--- src/verilog/pi_bus_pkg.sv ---
/*
 * Shared widths, codes and bundles for the two-master PI bus subsystem.
 * Masters, arbiter and top pull these in with a wildcard import of
 * pi_bus_pkg in their module headers.
 */
`default_nettype none

package pi_bus_pkg;

   localparam int NUM_MASTERS = 2;
   localparam int MST_ID_W    = (NUM_MASTERS > 1) ? $clog2(NUM_MASTERS) : 1;

   // consecutive owned wait cycles before the bus gives up
   localparam int TOUT_CYCLES = 16;
   localparam int TOUT_W      = $clog2(TOUT_CYCLES);

   typedef logic [29:0]         pi_addr_t;  // word address
   typedef logic [31:0]         pi_data_t;
   typedef logic [3:0]          pi_opc_t;
   typedef logic [MST_ID_W-1:0] mst_id_t;
   typedef logic [TOUT_W-1:0]   tout_cnt_t;

   localparam pi_opc_t   OPC_SINGLE = 4'd0;
   localparam pi_opc_t   OPC_DOUBLE = 4'd1;  // two words
   localparam tout_cnt_t TOUT_LAST  = tout_cnt_t'(TOUT_CYCLES - 1);

   // slave acknowledge codes, undriven bus reads as a wait
   typedef enum logic [2:0] {
      ACK_WAT = 3'd0,
      ACK_RDY = 3'd1,
      ACK_RDM = 3'd2,  // same as rdy here
      ACK_ERR = 3'd3,
      ACK_RTR = 3'd4   // retract
   } pi_ack_t;

   typedef enum logic [2:0] {
      MST_IDLE,
      MST_REQ,
      MST_ADDR,
      MST_ADDR_DATA,
      MST_DATA,
      MST_RTRCT
   } mst_state_t;

   typedef struct packed {
      logic     valid;
      pi_addr_t addr;
      pi_opc_t  opc;
      logic     read;
      logic     lock;
   } pi_addr_phase_t;

   // held by the client until done or abort
   typedef struct packed {
      logic     rd;
      logic     wr;
      logic     lock;
      logic     size;    // 1 = two words
      pi_addr_t addr;
      pi_data_t wdata0;
      pi_data_t wdata1;
   } mst_req_t;

   // single cycle pulses back to the client
   typedef struct packed {
      logic     done;
      logic     abort;
      logic     restart;
      logic     rvalid;
      pi_data_t rdata;
   } mst_rsp_t;

endpackage

`default_nettype wire

--- src/verilog/pi_master.sv ---
/*
 * PI bus master protocol engine, one per client.
 * Turns a held rd/wr level from the client into request, address phase,
 * optional overlapped second address, data phases and completion pulses.
 * Retract restarts the transfer from word 0, error or timeout aborts it.
 */
`timescale 1ns/1ps
`default_nettype none

module pi_master
   import pi_bus_pkg::*;
(
   input  logic           clk,
   input  logic           rst_n,
   input  mst_req_t       client_req,
   output mst_rsp_t       client_rsp,
   output logic           req,
   input  logic           gnt,
   output logic           bus_own,
   output pi_addr_phase_t addr_phase,
   output pi_data_t       wdata,
   input  pi_ack_t        ack,
   input  pi_data_t       din,
   input  logic           tout
);

   mst_state_t state;
   logic       word;       // data word in flight
   logic       done_q;
   logic       abort_q;
   logic       restart_q;
   logic       rvalid_q;
   pi_data_t   rdata_q;
   logic       start;
   logic       word_ok;
   logic       in_data;

   // skip the cycle where the client still sees its own completion
   assign start   = (client_req.rd | client_req.wr) & ~done_q & ~abort_q;
   assign word_ok = (ack == ACK_RDY) || (ack == ACK_RDM);
   assign in_data = (state == MST_ADDR_DATA) || (state == MST_DATA);

   assign req     = (state == MST_REQ);
   assign bus_own = (state == MST_ADDR) || in_data;
   assign wdata   = word ? client_req.wdata1 : client_req.wdata0;

   assign client_rsp = '{
      done:    done_q,
      abort:   abort_q,
      restart: restart_q,
      rvalid:  rvalid_q,
      rdata:   rdata_q
   };

   always_ff @(posedge clk or negedge rst_n)
   begin
      if (!rst_n)
      begin
         state      <= MST_IDLE;
         word       <= 1'b0;
         addr_phase <= '0;
         done_q     <= 1'b0;
         abort_q    <= 1'b0;
         restart_q  <= 1'b0;
         rvalid_q   <= 1'b0;
      end
      else
      begin
         done_q    <= 1'b0;
         abort_q   <= 1'b0;
         restart_q <= 1'b0;
         rvalid_q  <= 1'b0;

         case (state)
            MST_IDLE:
            begin
               if (start)
                  state <= MST_REQ;
            end

            MST_REQ:
            begin
               if (gnt)
               begin
                  state            <= MST_ADDR;
                  word             <= 1'b0;
                  addr_phase.valid <= 1'b1;
                  addr_phase.addr  <= client_req.addr;
                  addr_phase.opc   <= client_req.size ? OPC_DOUBLE : OPC_SINGLE;
                  addr_phase.read  <= client_req.rd;
                  addr_phase.lock  <= client_req.lock;
               end
            end

            MST_ADDR:
            begin
               if (client_req.size)
               begin
                  // second address overlaps word 0 data
                  state           <= MST_ADDR_DATA;
                  addr_phase.addr <= addr_phase.addr + 30'd1;
               end
               else
               begin
                  state            <= MST_DATA;
                  addr_phase.valid <= 1'b0;
               end
            end

            MST_ADDR_DATA, MST_DATA:
            begin
               addr_phase.valid <= 1'b0;
               if (tout || ack == ACK_ERR)
               begin
                  state   <= MST_IDLE;
                  abort_q <= 1'b1;
               end
               else if (ack == ACK_RTR)
               begin
                  state     <= MST_RTRCT;
                  restart_q <= 1'b1;
               end
               else if (word_ok)
               begin
                  rvalid_q <= addr_phase.read;
                  if (state == MST_ADDR_DATA)
                  begin
                     state <= MST_DATA;
                     word  <= 1'b1;
                  end
                  else
                  begin
                     state  <= MST_IDLE;
                     done_q <= 1'b1;
                  end
               end
            end

            MST_RTRCT:
               state <= MST_REQ;  // bus released so ask again

            default:
               state <= MST_IDLE;
         endcase
      end
   end

   // read data capture
   always_ff @(posedge clk)
   begin
      if (in_data && word_ok && addr_phase.read)
         rdata_q <= din;
   end

   a_gnt_to_req: assert property (@(posedge clk) disable iff (!rst_n)
      gnt |-> req);

   a_valid_owned: assert property (@(posedge clk) disable iff (!rst_n)
      addr_phase.valid |-> bus_own);

endmodule

`default_nettype wire

--- src/verilog/pi_bus_arbiter.sv ---
/*
 * Bus arbiter for the PI masters.
 * Round-robin grant pulses with lock hold, merge of the owning master's
 * address phase and write data onto the bus, and the wait-state timeout.
 */
`timescale 1ns/1ps
`default_nettype none

module pi_bus_arbiter
   import pi_bus_pkg::*;
(
   input  logic                   clk,
   input  logic                   rst_n,
   input  logic [NUM_MASTERS-1:0] req,
   input  logic [NUM_MASTERS-1:0] bus_own,
   input  pi_addr_phase_t         mst_addr_phase [NUM_MASTERS],
   input  pi_data_t               mst_wdata [NUM_MASTERS],
   input  pi_ack_t                ack,
   output logic [NUM_MASTERS-1:0] gnt,
   output pi_addr_phase_t         bus_addr_phase,
   output pi_data_t               bus_dout,
   output logic                   tout
);

   mst_id_t                owner;
   mst_id_t                last_id;    // owner of the last address phase
   logic                   lock_hold;
   logic [NUM_MASTERS-1:0] rr_pick;
   logic                   rr_found;
   logic [NUM_MASTERS-1:0] pick;
   logic                   bus_free;
   logic                   data_ph;
   tout_cnt_t              wait_cnt;

   assign bus_free = ~|bus_own;

   // ownership merge
   always_comb
   begin
      owner          = '0;
      bus_addr_phase = '0;
      bus_dout       = '0;
      for (int i = 0; i < NUM_MASTERS; i++)
      begin
         if (bus_own[i])
         begin
            owner          = mst_id_t'(i);
            bus_addr_phase = mst_addr_phase[i];
            bus_dout       = mst_wdata[i];
         end
      end
   end

   // search starts just after the last owner
   always_comb
   begin
      rr_pick  = '0;
      rr_found = 1'b0;
      for (int i = 1; i <= NUM_MASTERS; i++)
      begin
         if (!rr_found && req[(int'(last_id) + i) % NUM_MASTERS])
         begin
            rr_pick[(int'(last_id) + i) % NUM_MASTERS] = 1'b1;
            rr_found = 1'b1;
         end
      end
   end

   always_comb
   begin
      pick = rr_pick;
      if (lock_hold)
      begin
         pick          = '0;
         pick[last_id] = req[last_id];  // others wait for the locked master
      end
   end

   always_ff @(posedge clk or negedge rst_n)
   begin
      if (!rst_n)
      begin
         gnt       <= '0;
         last_id   <= mst_id_t'(NUM_MASTERS - 1);
         lock_hold <= 1'b0;
      end
      else
      begin
         gnt <= (bus_free && gnt == '0) ? pick : '0;
         if (bus_addr_phase.valid)
         begin
            last_id   <= owner;
            lock_hold <= bus_addr_phase.lock;
         end
      end
   end

   // wait-state timeout, counts only inside an owned data phase
   always_ff @(posedge clk or negedge rst_n)
   begin
      if (!rst_n)
      begin
         data_ph  <= 1'b0;
         wait_cnt <= '0;
         tout     <= 1'b0;
      end
      else
      begin
         data_ph <= !bus_free && (data_ph || bus_addr_phase.valid);
         tout    <= 1'b0;
         if (data_ph && !bus_free && ack == ACK_WAT)
         begin
            if (wait_cnt == TOUT_LAST)
            begin
               tout     <= 1'b1;
               wait_cnt <= '0;
            end
            else
               wait_cnt <= wait_cnt + 1'b1;
         end
         else
            wait_cnt <= '0;
      end
   end

   a_gnt_onehot: assert property (@(posedge clk) disable iff (!rst_n)
      $onehot0(gnt));

   a_gnt_bus_free: assert property (@(posedge clk) disable iff (!rst_n)
      (|gnt) |-> bus_free);

endmodule

`default_nettype wire

--- src/verilog/pi_bus_top.sv ---
/*
 * Two PI masters sharing one bus through the arbiter.
 * Client ports per master on one side, the PI bus toward the slave on
 * the other.
 */
`timescale 1ns/1ps
`default_nettype none

module pi_bus_top
   import pi_bus_pkg::*;
(
   input  logic           clk,
   input  logic           rst_n,
   input  mst_req_t       client_req0,
   input  mst_req_t       client_req1,
   output mst_rsp_t       client_rsp0,
   output mst_rsp_t       client_rsp1,
   output pi_addr_phase_t bus_addr_phase,
   output pi_data_t       bus_dout,
   input  pi_ack_t        ack,
   input  pi_data_t       din
);

   logic [NUM_MASTERS-1:0] req;
   logic [NUM_MASTERS-1:0] gnt;
   logic [NUM_MASTERS-1:0] bus_own;
   pi_addr_phase_t         mst_addr_phase [NUM_MASTERS];
   pi_data_t               mst_wdata [NUM_MASTERS];
   logic                   tout;   // broadcast to both masters

   pi_master u_mst0 (
      .clk        (clk),
      .rst_n      (rst_n),
      .client_req (client_req0),
      .client_rsp (client_rsp0),
      .req        (req[0]),
      .gnt        (gnt[0]),
      .bus_own    (bus_own[0]),
      .addr_phase (mst_addr_phase[0]),
      .wdata      (mst_wdata[0]),
      .ack        (ack),
      .din        (din),
      .tout       (tout)
   );

   pi_master u_mst1 (
      .clk        (clk),
      .rst_n      (rst_n),
      .client_req (client_req1),
      .client_rsp (client_rsp1),
      .req        (req[1]),
      .gnt        (gnt[1]),
      .bus_own    (bus_own[1]),
      .addr_phase (mst_addr_phase[1]),
      .wdata      (mst_wdata[1]),
      .ack        (ack),
      .din        (din),
      .tout       (tout)
   );

   pi_bus_arbiter u_arb (
      .clk            (clk),
      .rst_n          (rst_n),
      .req            (req),
      .bus_own        (bus_own),
      .mst_addr_phase (mst_addr_phase),
      .mst_wdata      (mst_wdata),
      .ack            (ack),
      .gnt            (gnt),
      .bus_addr_phase (bus_addr_phase),
      .bus_dout       (bus_dout),
      .tout           (tout)
   );

endmodule

`default_nettype wire

--- config.mk ---
export PLATFORM = sky130hd
export DESIGN_NAME = pi_bus_top
export DESIGN_NICKNAME = d
export VERILOG_FILES = /design/src/verilog/pi_bus_pkg.sv /design/src/verilog/pi_master.sv /design/src/verilog/pi_bus_arbiter.sv /design/src/verilog/pi_bus_top.sv
export SDC_FILE = /design/constraint.sdc
export NUM_CORES = 1
export LEC_CHECK = 0
export BUFFER_PORTS_ARGS = -buffer_cell sky130_fd_sc_hd__buf_2
export CAP_MARGIN = 20
export CORE_AREA = 5 5 141 143
export DETAILED_ROUTE_END_ITERATION = 8
export DIE_AREA = 0 0 146 148
export GPL_TIMING_DRIVEN = 1
export PLACE_DENSITY = 0.9
export RECOVER_POWER = 25
export SLEW_MARGIN = 0
export SYNTH_ARGS = -nofsm -noshare
export SYNTH_HDL_FRONTEND = slang
export SYNTH_SLANG_ARGS = --single-unit
--- constraint.sdc ---
create_clock -name clk -period 3.72 [get_ports clk]
set_input_delay 0.93 -clock clk [delete_from_list [all_inputs] [get_ports clk]]
set_output_delay 0.93 -clock clk [all_outputs]
set_load 0.03 [all_outputs]
Word level (Yosys, flattened, before mapping)
Cells that the tools add are included.
Storage, ports and cells
  logic and storage cells: 227
  memories kept: 0
  register bits: 164
  RAM bits: 0
  latch bits: 0
  ROM bits: 0
  output and inout port bits: 141
  input port bits: 233
Cells by class
  div/mod/pow operators: 0
  equal/unequal tests: 33
  multiplexer cells: 95
  bitwise logic cells: 14
  shift operators: 0
  reductions and logical operators: 44
  $mul: 0
  $lt $le $gt $ge: 6
  add/sub/neg operators: 5
Operators with widths (number)
  two-way mux 37 bit: 4
  two-way mux 32 bit: 4
  case mux 30 bit (2 select lines): 2
  adder 30 x 1 -> 30 bit (second input constant): 2
  two-way mux 30 bit: 2
  two-way mux 1 bit: 54
  two-way mux 3 bit: 14
  case mux 3 bit (5 select lines): 2
  equality test 3 x 2 -> 1 bit (second input constant): 6
  != test 2 bit (second input constant): 9
  AND reduction 3 bit: 6
  equality test 3 bit (second input constant): 5
  != test 2 x 1 -> 1 bit (second input constant): 7
  logical AND 1 bit: 12
  AND reduction 6 bit: 2
  equality test 3 x 1 -> 1 bit (second input constant): 3
  logical NOT 3 bit: 3
  two-way mux 2 bit: 4
  two-way mux 4 bit: 2
  nonzero test 2 bit: 4
  logical OR 1 bit: 7
  less-than comparator 2 x 3 -> 1 bit (second input constant): 2
  case mux 1 bit (3 select lines): 2
  nonzero test 3 bit: 2
  20 further kinds: 37

Logic depth before layout (Yosys ltp)
  depth in word-level cells: 11
  gate-level depth with buffers: 9
  gate-level depth less buffers: 6

By module
A second synthesis with hierarchy kept.
Second synthesis, totals
  cell total of the unflattened synthesis: 896
  area, all modules: 9208.8 um2
Modules (own cells, without submodules)
  pi_master at u_mst0: area an instance 4055.1 um2, instances 1, cells an instance 386, seq. area each 2011.9 um2
  pi_master at u_mst1: area an instance 4041.4 um2, instances 1, cells an instance 385, seq. area each 2011.9 um2
  pi_bus_arbiter: area an instance 1112.3 um2, instances 1, cells an instance 125, seq. area each 251.5 um2

Worst setup path after synthesis
No wires, ideal clock.
  kind: input port to flip-flop
  start point: input ack[0]
  end point: register u_mst0.rdata_q[0], enable pin
  arrival: 2.920 ns
  slack: 0.367 ns
  required time: 3.287 ns
  library setup time: 0.433 ns
  cell stages on the path: 4
  buffers on the path: 0
  cell sequence: xnor2_1 nor2_1 nand2_1 a21oi_1
On the way
  word-level cells in the longest chain between the ends: 4
  elaborated cells on any way between the ends: 5
  classes of those cells: 2 x eq/ne; 3 x reduce/logical
RTL lines
  start, declared: line pi_bus_top.sv:20  | input pi_ack_t ack,
  equality test 3 x 1 -> 1 bit or equality test 3 x 2 -> 1 bit (tied branches): line pi_master.sv:40  | assign word_ok = (ack == ACK_RDY) || (ack == ACK_RDM);
  logical OR 1 bit *: line pi_master.sv:40
  logical AND 1 bit * (2 in series): line pi_master.sv:151  | if (in_data && word_ok && addr_phase.read)
  end signal, assigned: line pi_master.sv:152  | rdata_q <= din;
  end, declared: line pi_master.sv:33  | pi_data_t rdata_q;
Mark *: on every way between the ends. The rest lies on a longest branch, timed or not.
A chain may end at the register's enable or synchronous reset.

==> flow_summary.toml <==
[sta]
hold_viol = 0
slew_headroom_pct = -2.70
setup_slack_ns = 0.173
slew_viol_final = 59
skew_ns = 0.0135
rsz0062_at_grt = "false"
fmax_ghz = 0.282
worst_slew_pin_slew_ns = 1.54
setup_viol = 0
final.min_clock_period_ns = 3.55
final.setup.tns_ns = 0
post-route-period-util_pct = 95.4

[job]
cap_violations = 1

[synthesis]
async_flop_share_pct = 59.5
yosysTopAreaCell = "dfrtp_1"
synth_flop_cell = "dfrtp_1"
yosysTopAreaCellShare_pct = 26.4
ys_warn_count = 0
yosysSeqAreaShare_pct = 48.4
synth_cell_types = 73
syn_area_per_cell_sq_um = 9.75
synth.most_common_cell = "nand2_1"
syn-cell-area_sq_um = 8820
synthTopCellsByCount = "nand2_1 (99), dfrtp_1 (93), mux2i_1 (65), edfxtp_1 (64), a21oi_1 (59)"
ys_ff_latch = 158
syn_inst = 905
synth_edf_count = 64
synth_area_leaders = "dfrtp_1 (26%), edfxtp_1 (22%), mux2i_1 (7.4%)"

[power]
peakVddDrop_mv = 0.448
power_mw = 8.66
powerDensity_nw_per_um2 = 762
leakage_nw = 4.95

[critical_path]
critPathBufInv = 2
crit_type = "register to output port"
worstPathMaxFanout = 29
crit_path_start_kind = "register"
crit_path_end_kind = "output port"
arrival_ns = 2.62
cp_cell_sequence = "or3b_1 > and2_1 > nor2_2 > buf_4 > nand2_1 > o21ai_0 > buf_2"
ff2ff_setup_slack_ns = 1.31
critPathRequiredTime_ns = 2.79
cpMaxStageDelayCell = "or3b_1"
max_stage_delay_ns = 0.55
cpLargestDelayFamily = "simple AND/OR/NAND/NOR gates"

[clocking]
clk-insertion-delay-late_ns = 0.44
cts-htree-levels = 4
hold_buffers = 0
clock-root-buffer = "clkbuf_16"
cts_setup_buffers = 0
cts_sinks = 158
cts.path.max_buffers = 2
clk_pin_slew_ns = 0.07
cts_resized = 0
cts_tree = "yes"
cts_made_buffers = 17

[global_routing]
grt_first_pass_wirelength_um = 49200
grt_pass1_vias = 8729
grt_overflow = 0
grt_max_degree = 60
antenna_found_initial = 3
grt_usage_pct = 28.5

[die]
num_rows = 50
die-area_sq_um = 21600
initial_core_util_pct = 47.8
io_pins = 374
fp.dieH_um = 148
core_sq_um = 18500
die_x_um = 146

[placed_design]
routabilityCongestion = 1.02
dp_slack_ns = 0.646
dp.final_hpwl_um = 24100
port_buffers = 370

[final_layout]
nNetsFinal = 1474
drive_gt1_share_pct = 33.7
area_growth_syn_to_layout_pct = 28.9
final_util_pct = 61.6

[drt]
drtIter0Drc = 1237
num_vias = 9098
first_pass_iters = 6
routed_via_density = 6.12
ant_nets = 0
post-route-drc-count = 0
drt-wirelength-per-cell_um = 21.4
finalWirelength_um = 31800

[worst_hold_path]
hold_path_class = "register to register"

[run_status]
violations = "capacitance limit, slew limit"
outcome = "complete, but fails checks"
## worst paths after layout
path,startpoint,to,depth (start not counted)
worst max register to register,u_mst0.state[2],u_arb.lock_hold,6
worst min register to register,u_mst0.addr_phase[36],u_arb.last_id,1
max in group asynchronous,rst_n,u_mst0.word,1
worst max-delay path,u_mst0.state[2],bus_addr_phase[29],7
worst min-delay path,u_mst0.addr_phase[36],u_arb.last_id,1
min in group asynchronous,rst_n,u_mst1.addr_phase[28],1
## placed cells by master (no fill, tap or decap), types with 5 or more instances in the layout
cell	count
buf_2	343
nor2_1	45
o211ai_1	17
nand3_2	5
a21oi_1	58
nand2_1	98
nand3_1	39
inv_1	18
a22o_1	27
edfxtp_1	64
or3_1	8
nand4_1	17
inv_8	8
o22ai_1	37
clkbuf_1	26
nor4_1	10
a2bb2oi_1	6
nand3b_1	9
buf_4	17
mux2i_1	65
nor3_1	17
nand2b_1	8
and2_1	7
o21ai_0	54
dfrtp_1	91
and3_1	8
or4_1	5
clkbuf_16	17
o311ai_0	7
a22oi_1	6
a211oi_1	5
a31oi_1	23
## layer usage
metal	GRT usage (%)	up-vias	share of wire [%]
li1	-	4098	-
met1	37.6	4282	39
met2	45.9	635	47
met3	7.11	79	11
met4	10.3	4	3.2
met5	0	-	0.066
## power breakdown
group | internal (mW) | switching [mW] | leakage, nW
combinational | 1.39 | 2.52 | 2.91
sequential | 2.25 | 0.783 | 1.76
clock | 0.903 | 0.822 | 0.287
## stage by stage
step	hold WS, ns	std cells	cell area, sq um
floorplan	0.407	907	8830
global placement	0.440	1453	10800
detailed placement	0.453	1453	10800
CTS	0.456	1485	11400
global route	0.474	1486	11400
finish	0.455	1487	11400
## flip-flops by register name, summed over array words and instances (netlist names), 2 cells and up
register	cells
u_mst1.addr_phase	34
u_mst1.state	3
u_mst0.addr_phase	34
u_mst0.rdata_q	32
u_arb.wait_cnt	4
u_mst0.state	3
u_arb.gnt	2
u_mst1.rdata_q	32
## cells by family after synthesis
logic type | synth area share, %
adders and majority gates | 0.425
buffers and inverters | 4.86
AOI/OAI and AO/OA | 20.6
muxes | 7.63
and+or+nand+nor | 17.8
xor gates and xnor gates | 0.199
DFF | 48.4
other | 0.0425
## cell type report
type	instances	area [sq um]
Clock inverter	15	158
Inverter	18	67.6
Sequential cell	158	4280
Fill cell	1537	7080
Antenna cell	2	5.00
Tap cell	234	293
Multi-Input combinational cell	654	4160
Clock buffer	17	425
Timing Repair Buffer	389	1990
Note: power is estimated with default switching activity, not from simulation.
